<file path="config.mk">
export PLATFORM = sky130hd
export DESIGN_NAME = sensor_link_top
export DESIGN_NICKNAME = d
export VERILOG_FILES = /design/src/rtl/farm_pkg.sv /design/src/rtl/uart_rx.sv /design/src/rtl/uart_tx.sv /design/src/rtl/telemetry_parser.sv /design/src/rtl/field_monitor.sv /design/src/rtl/sensor_link_top.sv
export SDC_FILE = /design/constraint.sdc
export NUM_CORES = 1
export LEC_CHECK = 0
export CAP_MARGIN = 20
export CORE_MARGIN = 2
export CORE_UTILIZATION = 40
export CTS_BUF_LIST = sky130_fd_sc_hd__clkbuf_16
export DETAILED_ROUTE_END_ITERATION = 7
export DONT_BUFFER_PORTS = 1
export PLACE_DENSITY_LB_ADDON = 0.12
export SKIP_CTS_REPAIR_TIMING = 1
export SLEW_MARGIN = 5
export SYNTH_ARGS = -nofsm -noshare
export SYNTH_HDL_FRONTEND = slang
export SYNTH_SLANG_ARGS = --single-unit
export TNS_END_PERCENT = 10
</file>
<file path="constraint.sdc">
create_clock -name clk -period 2.7 [get_ports clk]
set_input_delay 0.135 -clock clk [delete_from_list [all_inputs] [get_ports clk]]
set_output_delay 0.135 -clock clk [all_outputs]
set_load 0.01 [all_outputs]
</file>
<file path="src/rtl/farm_pkg.sv">
// Sensor link package with widths, protocol constants and FSM state types
package farm_pkg;

  // ====================================================================
  // Link timing and framing
  // ====================================================================
  localparam int CLKS_PER_BIT  = 16;  // Short bit period keeps sim fast
  localparam int CNT_W         = $clog2(CLKS_PER_BIT);
  localparam int PAYLOAD_BYTES = 6;   // Temp, hum, light, soil, faults, actuator

  typedef logic [7:0]       byte_t;     // One UART byte
  typedef logic [1:0]       level_t;    // Sensor class 0..3
  typedef logic [7:0]       fault_t;    // Fault flag byte
  typedef logic [2:0]       alert_t;    // Alert severity
  typedef logic [2:0]       led_t;      // Status LEDs
  typedef logic [CNT_W-1:0] bit_cnt_t;  // Clocks within one bit
  typedef logic [2:0]       bit_idx_t;  // Data bit within a frame
  typedef logic [2:0]       pay_idx_t;  // Payload byte within a packet

  localparam bit_cnt_t BIT_LAST = bit_cnt_t'(CLKS_PER_BIT - 1);
  localparam bit_cnt_t BIT_HALF = bit_cnt_t'((CLKS_PER_BIT - 1) / 2);  // Mid start bit
  localparam pay_idx_t PAY_LAST = pay_idx_t'(PAYLOAD_BYTES - 1);

  // ====================================================================
  // Protocol and decision constants
  // ====================================================================
  localparam byte_t  HEADER_BYTE      = 8'hAA;
  localparam byte_t  ACK_BYTE         = 8'h55;
  localparam level_t OPTIMAL_LEVEL    = 2'd2;
  localparam alert_t ALERT_FAULT      = 3'd7;  // Critical fault
  localparam alert_t ALERT_SUBOPTIMAL = 3'd2;
  localparam alert_t ALERT_NORMAL     = 3'd0;

  // LED bit positions
  localparam int LED_OPTIMAL = 0;
  localparam int LED_FAULT   = 1;
  localparam int LED_CRC     = 2;  // Last packet failed checksum

  // Shared by receiver and transmitter
  typedef enum logic [1:0] {IDLE, START, DATA, STOP} uart_state_t;
  // Packet framing states
  typedef enum logic [1:0] {HUNT, PAYLOAD, CHECK} parse_state_t;

endpackage

</file>
<file path="src/rtl/uart_rx.sv">
// UART receiver, 8N1 with input synchronizer and start and stop bit checks
`timescale 1ns/1ps

module uart_rx import farm_pkg::*; (
  input  logic  clk,
  input  logic  rst_n,
  input  logic  rx_line,   // Async serial input
  output byte_t rx_data,
  output logic  rx_valid   // One-cycle pulse per good byte
);

  logic        rx_sync1;
  logic        rx_sync2;   // Synchronized line
  uart_state_t state;
  bit_cnt_t    clk_count;
  bit_idx_t    bit_idx;
  byte_t       rx_byte;    // Assembly register

  // Two-flop synchronizer, idles high like the line
  always_ff @(posedge clk or negedge rst_n) begin
    if (!rst_n) begin
      rx_sync1 <= 1'b1;
      rx_sync2 <= 1'b1;
    end else begin
      rx_sync1 <= rx_line;
      rx_sync2 <= rx_sync1;
    end
  end

  // ====================================================================
  // Receive FSM
  // ====================================================================
  always_ff @(posedge clk or negedge rst_n) begin
    if (!rst_n) begin
      state     <= IDLE;
      clk_count <= '0;
      bit_idx   <= '0;
      rx_valid  <= 1'b0;
    end else begin
      rx_valid <= 1'b0;  // Pulse only
      case (state)
        IDLE: begin
          clk_count <= '0;
          bit_idx   <= '0;
          if (!rx_sync2) state <= START;  // Falling edge seen
        end
        START: begin
          if (clk_count == BIT_HALF) begin
            clk_count <= '0;
            state     <= rx_sync2 ? IDLE : DATA;  // Glitch returns to idle
          end else begin
            clk_count <= clk_count + 1'b1;
          end
        end
        DATA: begin
          if (clk_count == BIT_LAST) begin  // Mid data bit
            clk_count <= '0;
            if (bit_idx == 3'd7) state <= STOP;
            else bit_idx <= bit_idx + 1'b1;
          end else begin
            clk_count <= clk_count + 1'b1;
          end
        end
        STOP: begin
          if (clk_count == BIT_LAST) begin
            clk_count <= '0;
            rx_valid  <= rx_sync2;  // Framing error drops the byte
            state     <= IDLE;
          end else begin
            clk_count <= clk_count + 1'b1;
          end
        end
        default: state <= IDLE;
      endcase
    end
  end

  // Data path, LSB first
  always_ff @(posedge clk) begin
    if (state == DATA && clk_count == BIT_LAST) rx_byte[bit_idx] <= rx_sync2;
    if (state == STOP && clk_count == BIT_LAST && rx_sync2) rx_data <= rx_byte;
  end

  // Bytes are at least a frame apart
  a_valid_pulse: assert property (@(posedge clk) disable iff (!rst_n)
    rx_valid |=> !rx_valid)
    else $error("rx_valid held for two cycles");

endmodule

</file>
<file path="src/rtl/uart_tx.sv">
// UART transmitter, sends one 8N1 byte per request
`timescale 1ns/1ps

module uart_tx import farm_pkg::*; (
  input  logic  clk,
  input  logic  rst_n,
  input  byte_t tx_data,
  input  logic  tx_valid,  // Taken only in IDLE
  output logic  tx_line    // Serial out, idles high
);

  uart_state_t state;
  bit_cnt_t    clk_count;
  bit_idx_t    bit_idx;
  byte_t       tx_byte;    // Latched byte

  // ====================================================================
  // Transmit FSM, tx_line registered one bit ahead of state
  // ====================================================================
  always_ff @(posedge clk or negedge rst_n) begin
    if (!rst_n) begin
      state     <= IDLE;
      clk_count <= '0;
      bit_idx   <= '0;
      tx_line   <= 1'b1;
    end else begin
      case (state)
        IDLE: begin
          clk_count <= '0;
          bit_idx   <= '0;
          if (tx_valid) begin
            tx_line <= 1'b0;  // Start bit on next cycle
            state   <= START;
          end
        end
        START: begin
          if (clk_count == BIT_LAST) begin
            clk_count <= '0;
            tx_line   <= tx_byte[0];
            state     <= DATA;
          end else begin
            clk_count <= clk_count + 1'b1;
          end
        end
        DATA: begin
          if (clk_count == BIT_LAST) begin
            clk_count <= '0;
            if (bit_idx == 3'd7) begin
              tx_line <= 1'b1;  // Stop bit
              state   <= STOP;
            end else begin
              bit_idx <= bit_idx + 1'b1;
              tx_line <= tx_byte[bit_idx + 3'd1];
            end
          end else begin
            clk_count <= clk_count + 1'b1;
          end
        end
        STOP: begin
          if (clk_count == BIT_LAST) state <= IDLE;
          clk_count <= clk_count + 1'b1;  // Wraps to 0 at end of frame
        end
        default: state <= IDLE;
      endcase
    end
  end

  always_ff @(posedge clk) begin
    if (state == IDLE && tx_valid) tx_byte <= tx_data;
  end

  a_idle_high: assert property (@(posedge clk) disable iff (!rst_n)
    (state == IDLE) |-> tx_line)
    else $error("tx_line low while idle");

endmodule

</file>
<file path="src/rtl/telemetry_parser.sv">
// Telemetry packet parser with checksum check and held sensor fields
`timescale 1ns/1ps

module telemetry_parser import farm_pkg::*; (
  input  logic   clk,
  input  logic   rst_n,
  input  byte_t  rx_data,
  input  logic   rx_valid,
  output level_t sensor_temp,
  output level_t sensor_humidity,
  output level_t sensor_light,
  output level_t sensor_soil,
  output fault_t fault_flags,
  output logic   packet_ok,   // Good checksum, fields committed
  output logic   packet_bad   // Bad checksum, fields kept
);

  parse_state_t state;
  pay_idx_t     pay_idx;    // Current payload byte
  byte_t        sum;        // Running mod-256 sum
  logic         sum_ok;
  // Shadow copies until the checksum passes
  level_t       sh_temp;
  level_t       sh_humidity;
  level_t       sh_light;
  level_t       sh_soil;
  fault_t       sh_faults;

  assign sum_ok = (rx_data == sum);

  // ====================================================================
  // Framing FSM and committed fields
  // ====================================================================
  always_ff @(posedge clk or negedge rst_n) begin
    if (!rst_n) begin
      state           <= HUNT;
      pay_idx         <= '0;
      packet_ok       <= 1'b0;
      packet_bad      <= 1'b0;
      sensor_temp     <= '0;
      sensor_humidity <= '0;
      sensor_light    <= '0;
      sensor_soil     <= '0;
      fault_flags     <= '0;
    end else begin
      packet_ok  <= 1'b0;
      packet_bad <= 1'b0;
      if (rx_valid) begin
        case (state)
          HUNT: begin
            pay_idx <= '0;
            if (rx_data == HEADER_BYTE) state <= PAYLOAD;  // Other bytes dropped
          end
          PAYLOAD: begin
            if (pay_idx == PAY_LAST) state <= CHECK;
            else pay_idx <= pay_idx + 1'b1;
          end
          CHECK: begin
            state <= HUNT;
            if (sum_ok) begin  // Commit all five at once
              sensor_temp     <= sh_temp;
              sensor_humidity <= sh_humidity;
              sensor_light    <= sh_light;
              sensor_soil     <= sh_soil;
              fault_flags     <= sh_faults;
              packet_ok       <= 1'b1;
            end else begin
              packet_bad <= 1'b1;
            end
          end
          default: state <= HUNT;
        endcase
      end
    end
  end

  // Payload capture and checksum accumulation
  always_ff @(posedge clk) begin
    if (rx_valid && state == HUNT) sum <= '0;
    if (rx_valid && state == PAYLOAD) begin
      sum <= sum + rx_data;
      case (pay_idx)
        3'd0: sh_temp     <= rx_data[1:0];
        3'd1: sh_humidity <= rx_data[1:0];
        3'd2: sh_light    <= rx_data[1:0];
        3'd3: sh_soil     <= rx_data[1:0];
        3'd4: sh_faults   <= rx_data;
        default: ;  // Actuator status, checksum only
      endcase
    end
  end

  a_ok_xor_bad: assert property (@(posedge clk) disable iff (!rst_n)
    !(packet_ok && packet_bad))
    else $error("packet_ok and packet_bad together");

endmodule

</file>
<file path="src/rtl/field_monitor.sv">
// Field monitor deciding sensor optimality, alert level and status LEDs
`timescale 1ns/1ps

module field_monitor import farm_pkg::*; (
  input  logic   clk,
  input  logic   rst_n,
  input  level_t sensor_temp,
  input  level_t sensor_humidity,
  input  level_t sensor_light,
  input  level_t sensor_soil,
  input  fault_t fault_flags,
  input  logic   packet_ok,
  input  logic   packet_bad,
  output alert_t alert_level,
  output led_t   status_leds,
  output logic   fault_detected
);

  logic optimal;    // All four classes on target
  logic any_fault;

  assign optimal = (sensor_temp == OPTIMAL_LEVEL) && (sensor_humidity == OPTIMAL_LEVEL) &&
                   (sensor_light == OPTIMAL_LEVEL) && (sensor_soil == OPTIMAL_LEVEL);
  assign any_fault = |fault_flags;

  // ====================================================================
  // Registered outputs
  // ====================================================================
  always_ff @(posedge clk or negedge rst_n) begin
    if (!rst_n) begin
      alert_level    <= ALERT_NORMAL;
      status_leds    <= '0;
      fault_detected <= 1'b0;
    end else begin
      // Fault outranks suboptimal
      if (any_fault) alert_level <= ALERT_FAULT;
      else if (!optimal) alert_level <= ALERT_SUBOPTIMAL;
      else alert_level <= ALERT_NORMAL;

      status_leds[LED_OPTIMAL] <= optimal;
      status_leds[LED_FAULT]   <= any_fault;
      fault_detected           <= any_fault;

      // Sticky until the next good packet
      if (packet_bad) status_leds[LED_CRC] <= 1'b1;
      else if (packet_ok) status_leds[LED_CRC] <= 1'b0;
    end
  end

  // Fault LED, fault output and top alert level move together
  a_fault_led: assert property (@(posedge clk) disable iff (!rst_n)
    (fault_detected == status_leds[LED_FAULT]) &&
    (fault_detected == (alert_level == ALERT_FAULT)))
    else $error("fault_detected disagrees with fault LED or alert level");

endmodule

</file>
<file path="src/rtl/sensor_link_top.sv">
// Sensor link top level joining UART, packet parser, field monitor and ACK sender
`timescale 1ns/1ps

module sensor_link_top import farm_pkg::*; (
  input  logic   clk,
  input  logic   rst_n,
  input  logic   rx_line,        // From co-processor
  output logic   tx_line,        // ACK back to co-processor
  output alert_t alert_level,
  output led_t   status_leds,
  output logic   fault_detected
);

  // Receiver to parser
  byte_t  rx_data;
  logic   rx_valid;
  // Parser to monitor
  level_t sensor_temp;
  level_t sensor_humidity;
  level_t sensor_light;
  level_t sensor_soil;
  fault_t fault_flags;
  logic   packet_ok;              // Also the ACK request
  logic   packet_bad;

  uart_rx uart_rx_i (
    .clk      (clk),
    .rst_n    (rst_n),
    .rx_line  (rx_line),
    .rx_data  (rx_data),
    .rx_valid (rx_valid)
  );

  telemetry_parser telemetry_parser_i (
    .clk             (clk),
    .rst_n           (rst_n),
    .rx_data         (rx_data),
    .rx_valid        (rx_valid),
    .sensor_temp     (sensor_temp),
    .sensor_humidity (sensor_humidity),
    .sensor_light    (sensor_light),
    .sensor_soil     (sensor_soil),
    .fault_flags     (fault_flags),
    .packet_ok       (packet_ok),
    .packet_bad      (packet_bad)
  );

  field_monitor field_monitor_i (
    .clk             (clk),
    .rst_n           (rst_n),
    .sensor_temp     (sensor_temp),
    .sensor_humidity (sensor_humidity),
    .sensor_light    (sensor_light),
    .sensor_soil     (sensor_soil),
    .fault_flags     (fault_flags),
    .packet_ok       (packet_ok),
    .packet_bad      (packet_bad),
    .alert_level     (alert_level),
    .status_leds     (status_leds),
    .fault_detected  (fault_detected)
  );

  // One ACK per accepted packet
  uart_tx uart_tx_i (
    .clk      (clk),
    .rst_n    (rst_n),
    .tx_data  (ACK_BYTE),
    .tx_valid (packet_ok),
    .tx_line  (tx_line)
  );

endmodule

</file>
Yosys cells after proc, flatten, opt, wreduce, memory -nomap -nowiden

Memories as Yosys holds them, arrays and structs flattened.
Index checks and enable logic that the tools add are counted.

Output and inout bits: 8
Register bits: 92
Memories: 1
ROM bits: 8
Bits of input ports: 3
Logic and storage cells: 166

Memories:

| name            | depth | bits a word | rd ports | clocked after memory_dff | write ports | line          | source |
|---|---|---|---|---|---|---|---|
| (no name shown) | 8     | 1           | 1        | 0                        | 0           | uart_tx.sv:53 | `tx_line <= tx_byte[bit_idx + 3'd1];` |

Muxes and demuxes: 51
Reductions and logical operators: 35
Magnitude comparators: 3
Eq/ne operators: 39
$add $sub $neg: 6

Operators by type and width:

| cell                                           | count |
|---|---|
| 2-to-1 mux 2 bit                               | 14 |
| case mux 4 bit (3 select lines)                | 2 |
| != test 2 x 1 -> 1 bit (second input constant) | 10 |
| equality test 2 bit (second input constant)    | 9 |
| 2-to-1 mux 3 bit                               | 6 |
| case mux 3 bit (2 select lines)                | 3 |
| 2-to-1 mux 8 bit                               | 2 |
| case mux 2 bit (4 select lines)                | 2 |
| 2-to-1 mux 1 bit                               | 15 |
| AND reduction 3 bit                            | 5 |
| equality test 3 bit (second input constant)    | 4 |
| 2-to-1 mux 4 bit                               | 3 |
| != test 2 bit (second input constant)          | 5 |
| AND reduction 2 bit                            | 5 |
| AND reduction 5 bit                            | 2 |
| nonzero test 2 bit                             | 5 |
| adder 3 x 1 -> 3 bit (second input constant)   | 3 |
| logical AND 1 bit                              | 9 |
| adder 4 x 1 -> 4 bit (second input constant)   | 2 |
| adder 8 bit                                    | 1 |
| bitwise mux 8 bit                              | 1 |
| equality test 4 bit (second input constant)    | 2 |
| equality test 8 bit                            | 1 |
| equality test 8 bit (second input constant)    | 1 |
| other kinds (15)                               | 22 |

Logic depth before layout (Yosys ltp)

Gate-level depths: netlist of the first run.

Depth after elaboration: 6
Mapped depth: 7
Mapped depth without buffers: 6

Cells and area by module

Synthesis of the first run repeated with hierarchy kept, for this count alone.

Cells, all modules: 332
Area, all modules: 4,475.5 um2

By module, submodules not included:

| module           | cells each | area an instance (um2) | times used |
|---|---|---|---|
| telemetry_parser | 160        | 2,169.6                | 1 |
| uart_rx          | 86         | 1,193.6                | 1 |
| uart_tx          | 68         | 904.6                  | 1 |
| field_monitor    | 16         | 200.2                  | 1 |
| sensor_link_top  | 2          | 7.5                    | 1 |

Least setup slack after synthesis of the first run

OpenSTA, ideal clock, no wires.

Path kind: register -> register
Start point: register uart_rx_i.rx_data[1]
End point: register telemetry_parser_i.fault_flags[1]
Clock period less this slack: 2.002 ns
Arrival time: 1.876 ns
Path buffers: 1
Path slack: 0.698 ns
Required time: 2.575 ns
Stages on the path, launching flop included: 7
Cell sequence: edfxtp_1 ha_1 nor4_1 and3_2 nand4_4 buf_6 mux2_4

Cells in the longest elaborated chain, start to end: 2

RTL lines:

| item                                 | line                   | source |
|---|---|---|
| from (decl)                          | uart_rx.sv:8           | `output byte_t rx_data,` |
| from (signal assigned)               | uart_rx.sv:81          | `if (state == STOP && clk_count == BIT_LAST && rx_sync2) rx_data <= rx_byte;` |
| equality test 8 bit                  | telemetry_parser.sv:29 | `assign sum_ok = (rx_data == sum);` |
| AND reduction 3 bit (no source line) | -                      |  |
| to (signal assigned)                 | telemetry_parser.sv:65 | `fault_flags <= sh_faults;` |
| to (decl)                            | telemetry_parser.sv:13 | `output fault_t fault_flags,` |

Every way passes these cells.
A chain may end at the register's enable or synchronous reset.

Final worst setup path of the first run

Start point: register uart_rx_i.rx_data[1]
End point: register telemetry_parser_i.fault_flags[6]

The elaborated chain is that of the path after synthesis.

==> results of run 1 <==
[synthesized netlist by cell type (all sizes together), types with 2 or more instances]
library cell | instances | area, um^2
dfrtp | 46 | 1151
edfxtp | 40 | 1201
ha | 24 | 300.3
mux2 | 20 | 259.0
nor2 | 17 | 63.81
o21ai | 13 | 65.06
nand2 | 12 | 45.04
a21oi | 10 | 50.05
inv | 10 | 37.54
a22o | 9 | 78.83
clkbuf | 9 | 33.78
nor3b | 9 | 67.56
and3 | 6 | 38.79
nor3 | 6 | 30.03
buf | 5 | 38.78
nor2b | 5 | 31.28
nor4 | 5 | 31.28
and3b | 4 | 35.03
nand2b | 4 | 25.02
nand3 | 4 | 20.02
o22ai | 4 | 25.02
a21o | 3 | 22.52
and2 | 3 | 18.77
dfstp | 3 | 78.83
nand4 | 3 | 33.78
nand4b | 3 | 26.28
o21a | 3 | 22.52
o31ai | 3 | 22.52
xnor2 | 3 | 26.28
a211oi | 2 | 15.01
a31oi | 2 | 12.51
and4 | 2 | 17.52
nand4bb | 2 | 22.52
xor2 | 2 | 17.52
[flip-flops by register name, indices dropped and copies added (netlist names), 2 cells and up, named ones only]
name	flops
field_monitor_i.alert_level	2
field_monitor_i.status_leds	2
telemetry_parser_i.fault_flags	8
telemetry_parser_i.pay_idx	3
telemetry_parser_i.sensor_humidity	2
telemetry_parser_i.sensor_light	2
telemetry_parser_i.sensor_soil	2
telemetry_parser_i.sensor_temp	2
telemetry_parser_i.sh_faults	8
telemetry_parser_i.sh_humidity	2
telemetry_parser_i.sh_light	2
telemetry_parser_i.sh_soil	2
telemetry_parser_i.sh_temp	2
telemetry_parser_i.state	2
telemetry_parser_i.sum	8
uart_rx_i.bit_idx	3
uart_rx_i.clk_count	4
uart_rx_i.rx_byte	8
uart_rx_i.rx_data	8
uart_tx_i.bit_idx	3
uart_tx_i.clk_count	4
uart_tx_i.state	2
[cell families after synthesis]
logic type               Yosys count
flip-flops                        89
buffers and inverters             24
AO/OA/AOI/OAI                     57
XOR/XNOR                           5
adder cells (fa/ha/maj)           25
multiplexers                      21
AND/OR/NAND/NOR                   91
[power by group]
part	switching (mW)	leakage (nW)	internal, mW
clock	0.501	0.148	0.708
sequential	0.150	1.01	1.50
combinational	0.163	0.786	0.176
total	0.815	1.95	2.38
[metrics by stage]
step	utilization, %	power, mW
floorplan	-	1.922
global placement	41.65	1.987
detailed placement	41.65	1.994
CTS	44.50	3.221
global route	44.97	3.370
finish	44.97	3.197
[area by class of cell]
class	instances	area, um^2
Clock inverter	7	63.81
Fill cell	901	5579
Tap cell	136	170.2
Sequential cell	89	2431
Inverter	10	37.54
Multi-Input combinational cell	199	1577
Clock buffer	9	225.2
Timing Repair Buffer	4	55.05
[layer usage]
metal	part of all wire [%]	up-vias	routed length, um
met2	46	41	3246
met1	48	1132	3347
met4	1.5	0	108
met3	4.4	10	309
met5	0	-	0
li1	-	1165	-
[final timing paths]
path                                      startpoint                                  to  slack, ns  depth (start not counted)
max in group asynchronous                      rst_n                  uart_rx_i.rx_sync2       2.11                          2
worst max-delay path            uart_rx_i.rx_data[1]   telemetry_parser_i.fault_flags[6]       0.44                          5
worst min register to register    uart_rx_i.rx_sync1                  uart_rx_i.rx_sync2       0.37                          0
worst max register to register  uart_rx_i.rx_data[1]   telemetry_parser_i.fault_flags[6]       0.44                          5
worst min-delay path                           rst_n  telemetry_parser_i.sensor_light[1]       0.32                          2
min in group clk                             rx_line                  uart_rx_i.rx_sync1       0.35                          1
==> results.json, run 1 <==
{
  "crit_chain": "ha_1 > nor4_1 > and3_2 > nand4_4 > mux2_4",
  "htreeDepth": 3,
  "synthAdderAreaFrac_pct": 7.779,
  "grt_pass1_wl_um": 11940,
  "clock_path_buffers": 2,
  "finalInstanceArea_um2": 4559,
  "die_h_um": 105.5,
  "path_delay_family": "simple AND/OR/NAND/NOR gates",
  "peakVddDrop_v": 0.0004831,
  "use_met1_pct": 18.28,
  "drcViolationCount": 0,
  "drive_gt1_share_pct": 13.52,
  "wl_per_cell_um": 15.44,
  "synth_area_um2": 4118,
  "antenna-diode-count": 0,
  "grt_setup_unrepaired": "no",
  "globalRouteOverflowTotal": 0,
  "min_period_over_period_pct": 83.80,
  "synth_nets": 340,
  "tightest_slew_ns": 0.5071,
  "grt_busiest_layer": "met2",
  "ant_nets": 0,
  "criticalPathCategory": "register to register",
  "finClkSkew_ns": 0.003941,
  "dp_hpwl_um": 4798,
  "final_common_cell": "dfrtp_1",
  "use_met3_pct": 5.009,
  "cts_sinks": 89,
  "fin_hold_ws_ns": 0.3188,
  "final_cell_mix": "dfrtp_1, edfxtp_1, ha_1",
  "dr.pass1.iters": 4,
  "synth_xor_area_share_pct": 1.064,
  "final-hold-violation-count": 0,
  "fp.coreArea_um2": 10140,
  "syn_to_final_growth_pct": 10.73,
  "setup_violations": 0,
  "critPathBufInv": 0,
  "synth_compound_area_share_pct": 9.268,
  "wirelength_um": 7012,
  "yosys_most_used_dff": "dfrtp_1",
  "yosysSeqAreaShare_pct": 59.04,
  "track_usage_pct": 13.97,
  "leakagePower_nw": 1.946,
  "endpoint_kind": "register",
  "async_flop_share_pct": 55.06,
  "rows": 37,
  "place_inst": 435,
  "yosys.area_share.simple_pct": 13.64,
  "grt_max_degree": 50,
  "startpoint_type": "register",
  "synth_top_family_by_area": "simple AND/OR/NAND/NOR gates",
  "synth_edf_count": 40,
  "max_stage_delay_ns": 0.51,
  "initial_utilization_pct": 40.61,
  "place_congestion": 0.8159,
  "p_per_area_nw_per_um2": 701.2,
  "period_minus_slack_ns": 2.263,
  "ys_warn_count": 0,
  "final_nets": 341,
  "cts_tree": "done",
  "setup_slack_ns": 0.4373,
  "drv_cap": 0,
  "clk_pin_slew_ns": 0.06,
  "synth.distinct_cells": 55,
  "grt_use_met2_pct": 21.38,
  "fmax_mhz": 441.9,
  "crit_slowest_cell": "edfxtp_1",
  "place_ws_ns": 0.4383,
  "crit_required_ns": 2.92,
  "dieArea_um2": 11120,
  "maxSlewHeadroom_pct": 66.20,
  "placed_area_um2": 4223,
  "antenna_found_initial": 0,
  "finalSetupTns_ns": 0,
  "synth_cells": 312,
  "ios": 11,
  "slew_viol_final": 0,
  "clk_latency_ns": 0.34,
  "syn_area_per_cell_um2": 13.20,
  "crit_arrival_ns": 2.48,
  "drt_iter0_drc": 135,
  "die_w_um": 105.5,
  "path_max_fanout": 17,
  "hold_class": "primary input to async pin",
  "grt_pass1_vias": 2332,
  "ys_ff_latch": 89,
  "layout.cells.non_filler": 454,
  "status": "complete, no violations",
  "muxShareOfSynthArea_pct": 6.533,
  "root_buffer": "clkbuf_16",
  "vias": 2348,
  "cts_buffers": 9,
  "via_per_inst": 5.172,
  "port_buffers": 0
}
(Power assumes the default switching activity.)
==> run 2, diff against run 1 <==
- ABC_AREA: default -> 1
- clock period: 2.7 -> 2.15 ns (I/O delays scaled with it)
==> run 2 against run 1 <==
Compared with the run above: total power is 14% higher; largest power group unchanged; critical path type unchanged; die area down 1.3%; hold slack worse by 0.027 ns.
==> results.json, run 2 <==
{
  "ys_top_cells_by_count": "nand2_1, nor2_1, dfrtp_1",
  "antenna_found_initial": 0,
  "hold_class": "primary input to async pin",
  "drcViolationCount": 0,
  "syn_to_final_growth_pct": 12.08,
  "final_cell_mix": "nand2_1, nor2_1, dfrtp_1",
  "via_per_inst": 4.562,
  "antenna-diode-count": 0,
  "dr.pass1.iters": 4,
  "die_h_um": 104.8,
  "reg2regPathDepth": 8,
  "clk_pin_slew_ns": 0.06,
  "endpoint_kind": "register",
  "port_buffers": 0,
  "fin_hold_ws_ns": 0.2918,
  "maxSlewHeadroom_pct": 72.28,
  "synth_edf_count": 40,
  "synth_nets": 431,
  "cts_sinks": 89,
  "root_buffer": "clkbuf_16",
  "peakVddDrop_v": 0.0004229,
  "grt_pass1_wl_um": 11850,
  "drive_gt1_share_pct": 10.26,
  "wl_met1_um": 3163,
  "crit_required_ns": 2.42,
  "leakagePower_nw": 2.107,
  "startpoint_type": "register",
  "final-hold-violation-count": 0,
  "grt_max_degree": 50,
  "fp.coreArea_um2": 9819,
  "path_max_fanout": 17,
  "tightest_slew_ns": 0.4159,
  "p_per_area_nw_per_um2": 799.1,
  "syn_area_per_cell_um2": 10.08,
  "track_usage_pct": 13.46,
  "dr_wl_met3_um": 211,
  "r2r-end": "telemetry_parser_i.sensor_soil[1]",
  "status": "complete, no violations",
  "dp_hpwl_um": 4602,
  "clk_latency_ns": 0.33,
  "final_common_cell": "nand2_1",
  "ys_top_cells_by_area": "edfxtp_1, dfrtp_1, nand2_1",
  "cts_tree": "done",
  "rows": 36,
  "place_ws_ns": 0.2421,
  "top_layer_used": "met4",
  "die_w_um": 104.8,
  "synth_top_area_share_pct": 29.57,
  "nFillCells": 962,
  "place_congestion": 0.7360,
  "synth.largest_area_cell": "edfxtp_1",
  "min_period_over_period_pct": 88.60,
  "htreeDepth": 3,
  "wl_met2_um": 2955,
  "ys_ff_latch": 89,
  "synth.distinct_cells": 35,
  "yosysSeqAreaShare_pct": 59.86,
  "fin_util_pct": 46.36,
  "finalSetupTns_ns": 0,
  "power.total_mw": 3.637,
  "wl_per_cell_um": 11.62,
  "crit_arrival_ns": 2.18,
  "setup_violations": 0,
  "fmax_mhz": 525.0,
  "globalRouteOverflowTotal": 0,
  "crit_start": "uart_rx_i.rx_data[3]",
  "synth_cells": 403,
  "yosys_most_used_dff": "dfrtp_1",
  "ys_warn_count": 0,
  "ant_nets": 0,
  "setup_slack_ns": 0.2451,
  "synth_most_common_cell": "nand2_1",
  "cts_buffers": 9,
  "grt_pass1_vias": 2567,
  "async_flop_share_pct": 55.06,
  "criticalPathCategory": "register to register",
  "period_minus_slack_ns": 1.905,
  "drt_iter0_drc": 76,
  "vias": 2518,
  "drv_cap": 0,
  "wirelength_um": 6414,
  "r2r_slack_ns": 0.25,
  "initial_utilization_pct": 41.36,
  "grt_setup_unrepaired": "no",
  "clock_path_buffers": 2,
  "dieArea_um2": 10980,
  "ios": 11,
  "r2r_start": "uart_rx_i.rx_data[3]",
  "finClkSkew_ns": 0.006028,
  "synth_area_um2": 4061,
  "slew_viol_final": 0,
  "final_nets": 443
}
-- run 2: worst max-delay path, cell delays in order, from the launching register on --
cell and delay [ns]:
edfxtp_1 0.43, ha_1 0.41, nor2_1 0.13, nand3_1 0.09, nor2_2 0.16, nand3_4 0.22, inv_4 0.25, nand2_1 0.08
nand2_1 0.06
-- run 2: metal layers --
metal | vias up | GRT usage [%]
met5 | - | 0
met4 | 0 | 4.381
met3 | 8 | 4.304
met2 | 18 | 21.89
met1 | 1158 | 17.07
li1 | 1334 | -
-- run 2: per-stage QoR --
stage	instance area [um^2]	std cells
CTS	4504	549
floorplan	4061	403
global route	4552	552
global placement	4207	534
detailed placement	4207	534
finish	4552	552
-- run 2: how the worst max path moves through the flow --
stage,to,slack (ns)
4_1_cts,telemetry_parser_i.sensor_soil[1],0.23
5_1_grt,telemetry_parser_i.sensor_soil[0],0.007
3_3_place_gp,telemetry_parser_i.fault_flags[0],0.24
3_5_place_dp,telemetry_parser_i.sensor_soil[1],0.24
6_report,telemetry_parser_i.sensor_soil[1],0.25
2_1_floorplan,telemetry_parser_i.sh_faults[0],0.27
-- run 2: layout make-up --
type | count | area [um^2] | share of cell area (%)
Timing Repair Buffer | 7 | 77.57 | 1.704
Tap cell | 133 | 166.4 | 3.656
Multi-Input combinational cell | 256 | 1381 | 30.35
Inverter | 52 | 197.7 | 4.343
Clock buffer | 10 | 250.2 | 5.498
Sequential cell | 89 | 2431 | 53.41
Clock inverter | 5 | 47.55 | 1.045
-- run 2: cell families after synthesis --
| logic type | after synthesis | share of synthesized area (%) |
|---|---|---|
| AO/OA/AOI/OAI | 33 | 4.560 |
| XOR/XNOR | 3 | 0.6471 |
| adder cells (fa/ha/maj) | 25 | 7.887 |
| buffers and inverters | 58 | 6.130 |
| flip-flops | 89 | 59.86 |
| AND/OR/NAND/NOR | 195 | 20.92 |
-- run 2: where the power goes --
group / switching, mW / internal (mW)
clock network: 0.601 / 0.951
registers: 0.0608 / 1.82
logic: 0.134 / 0.0707
total: 0.796 / 2.84
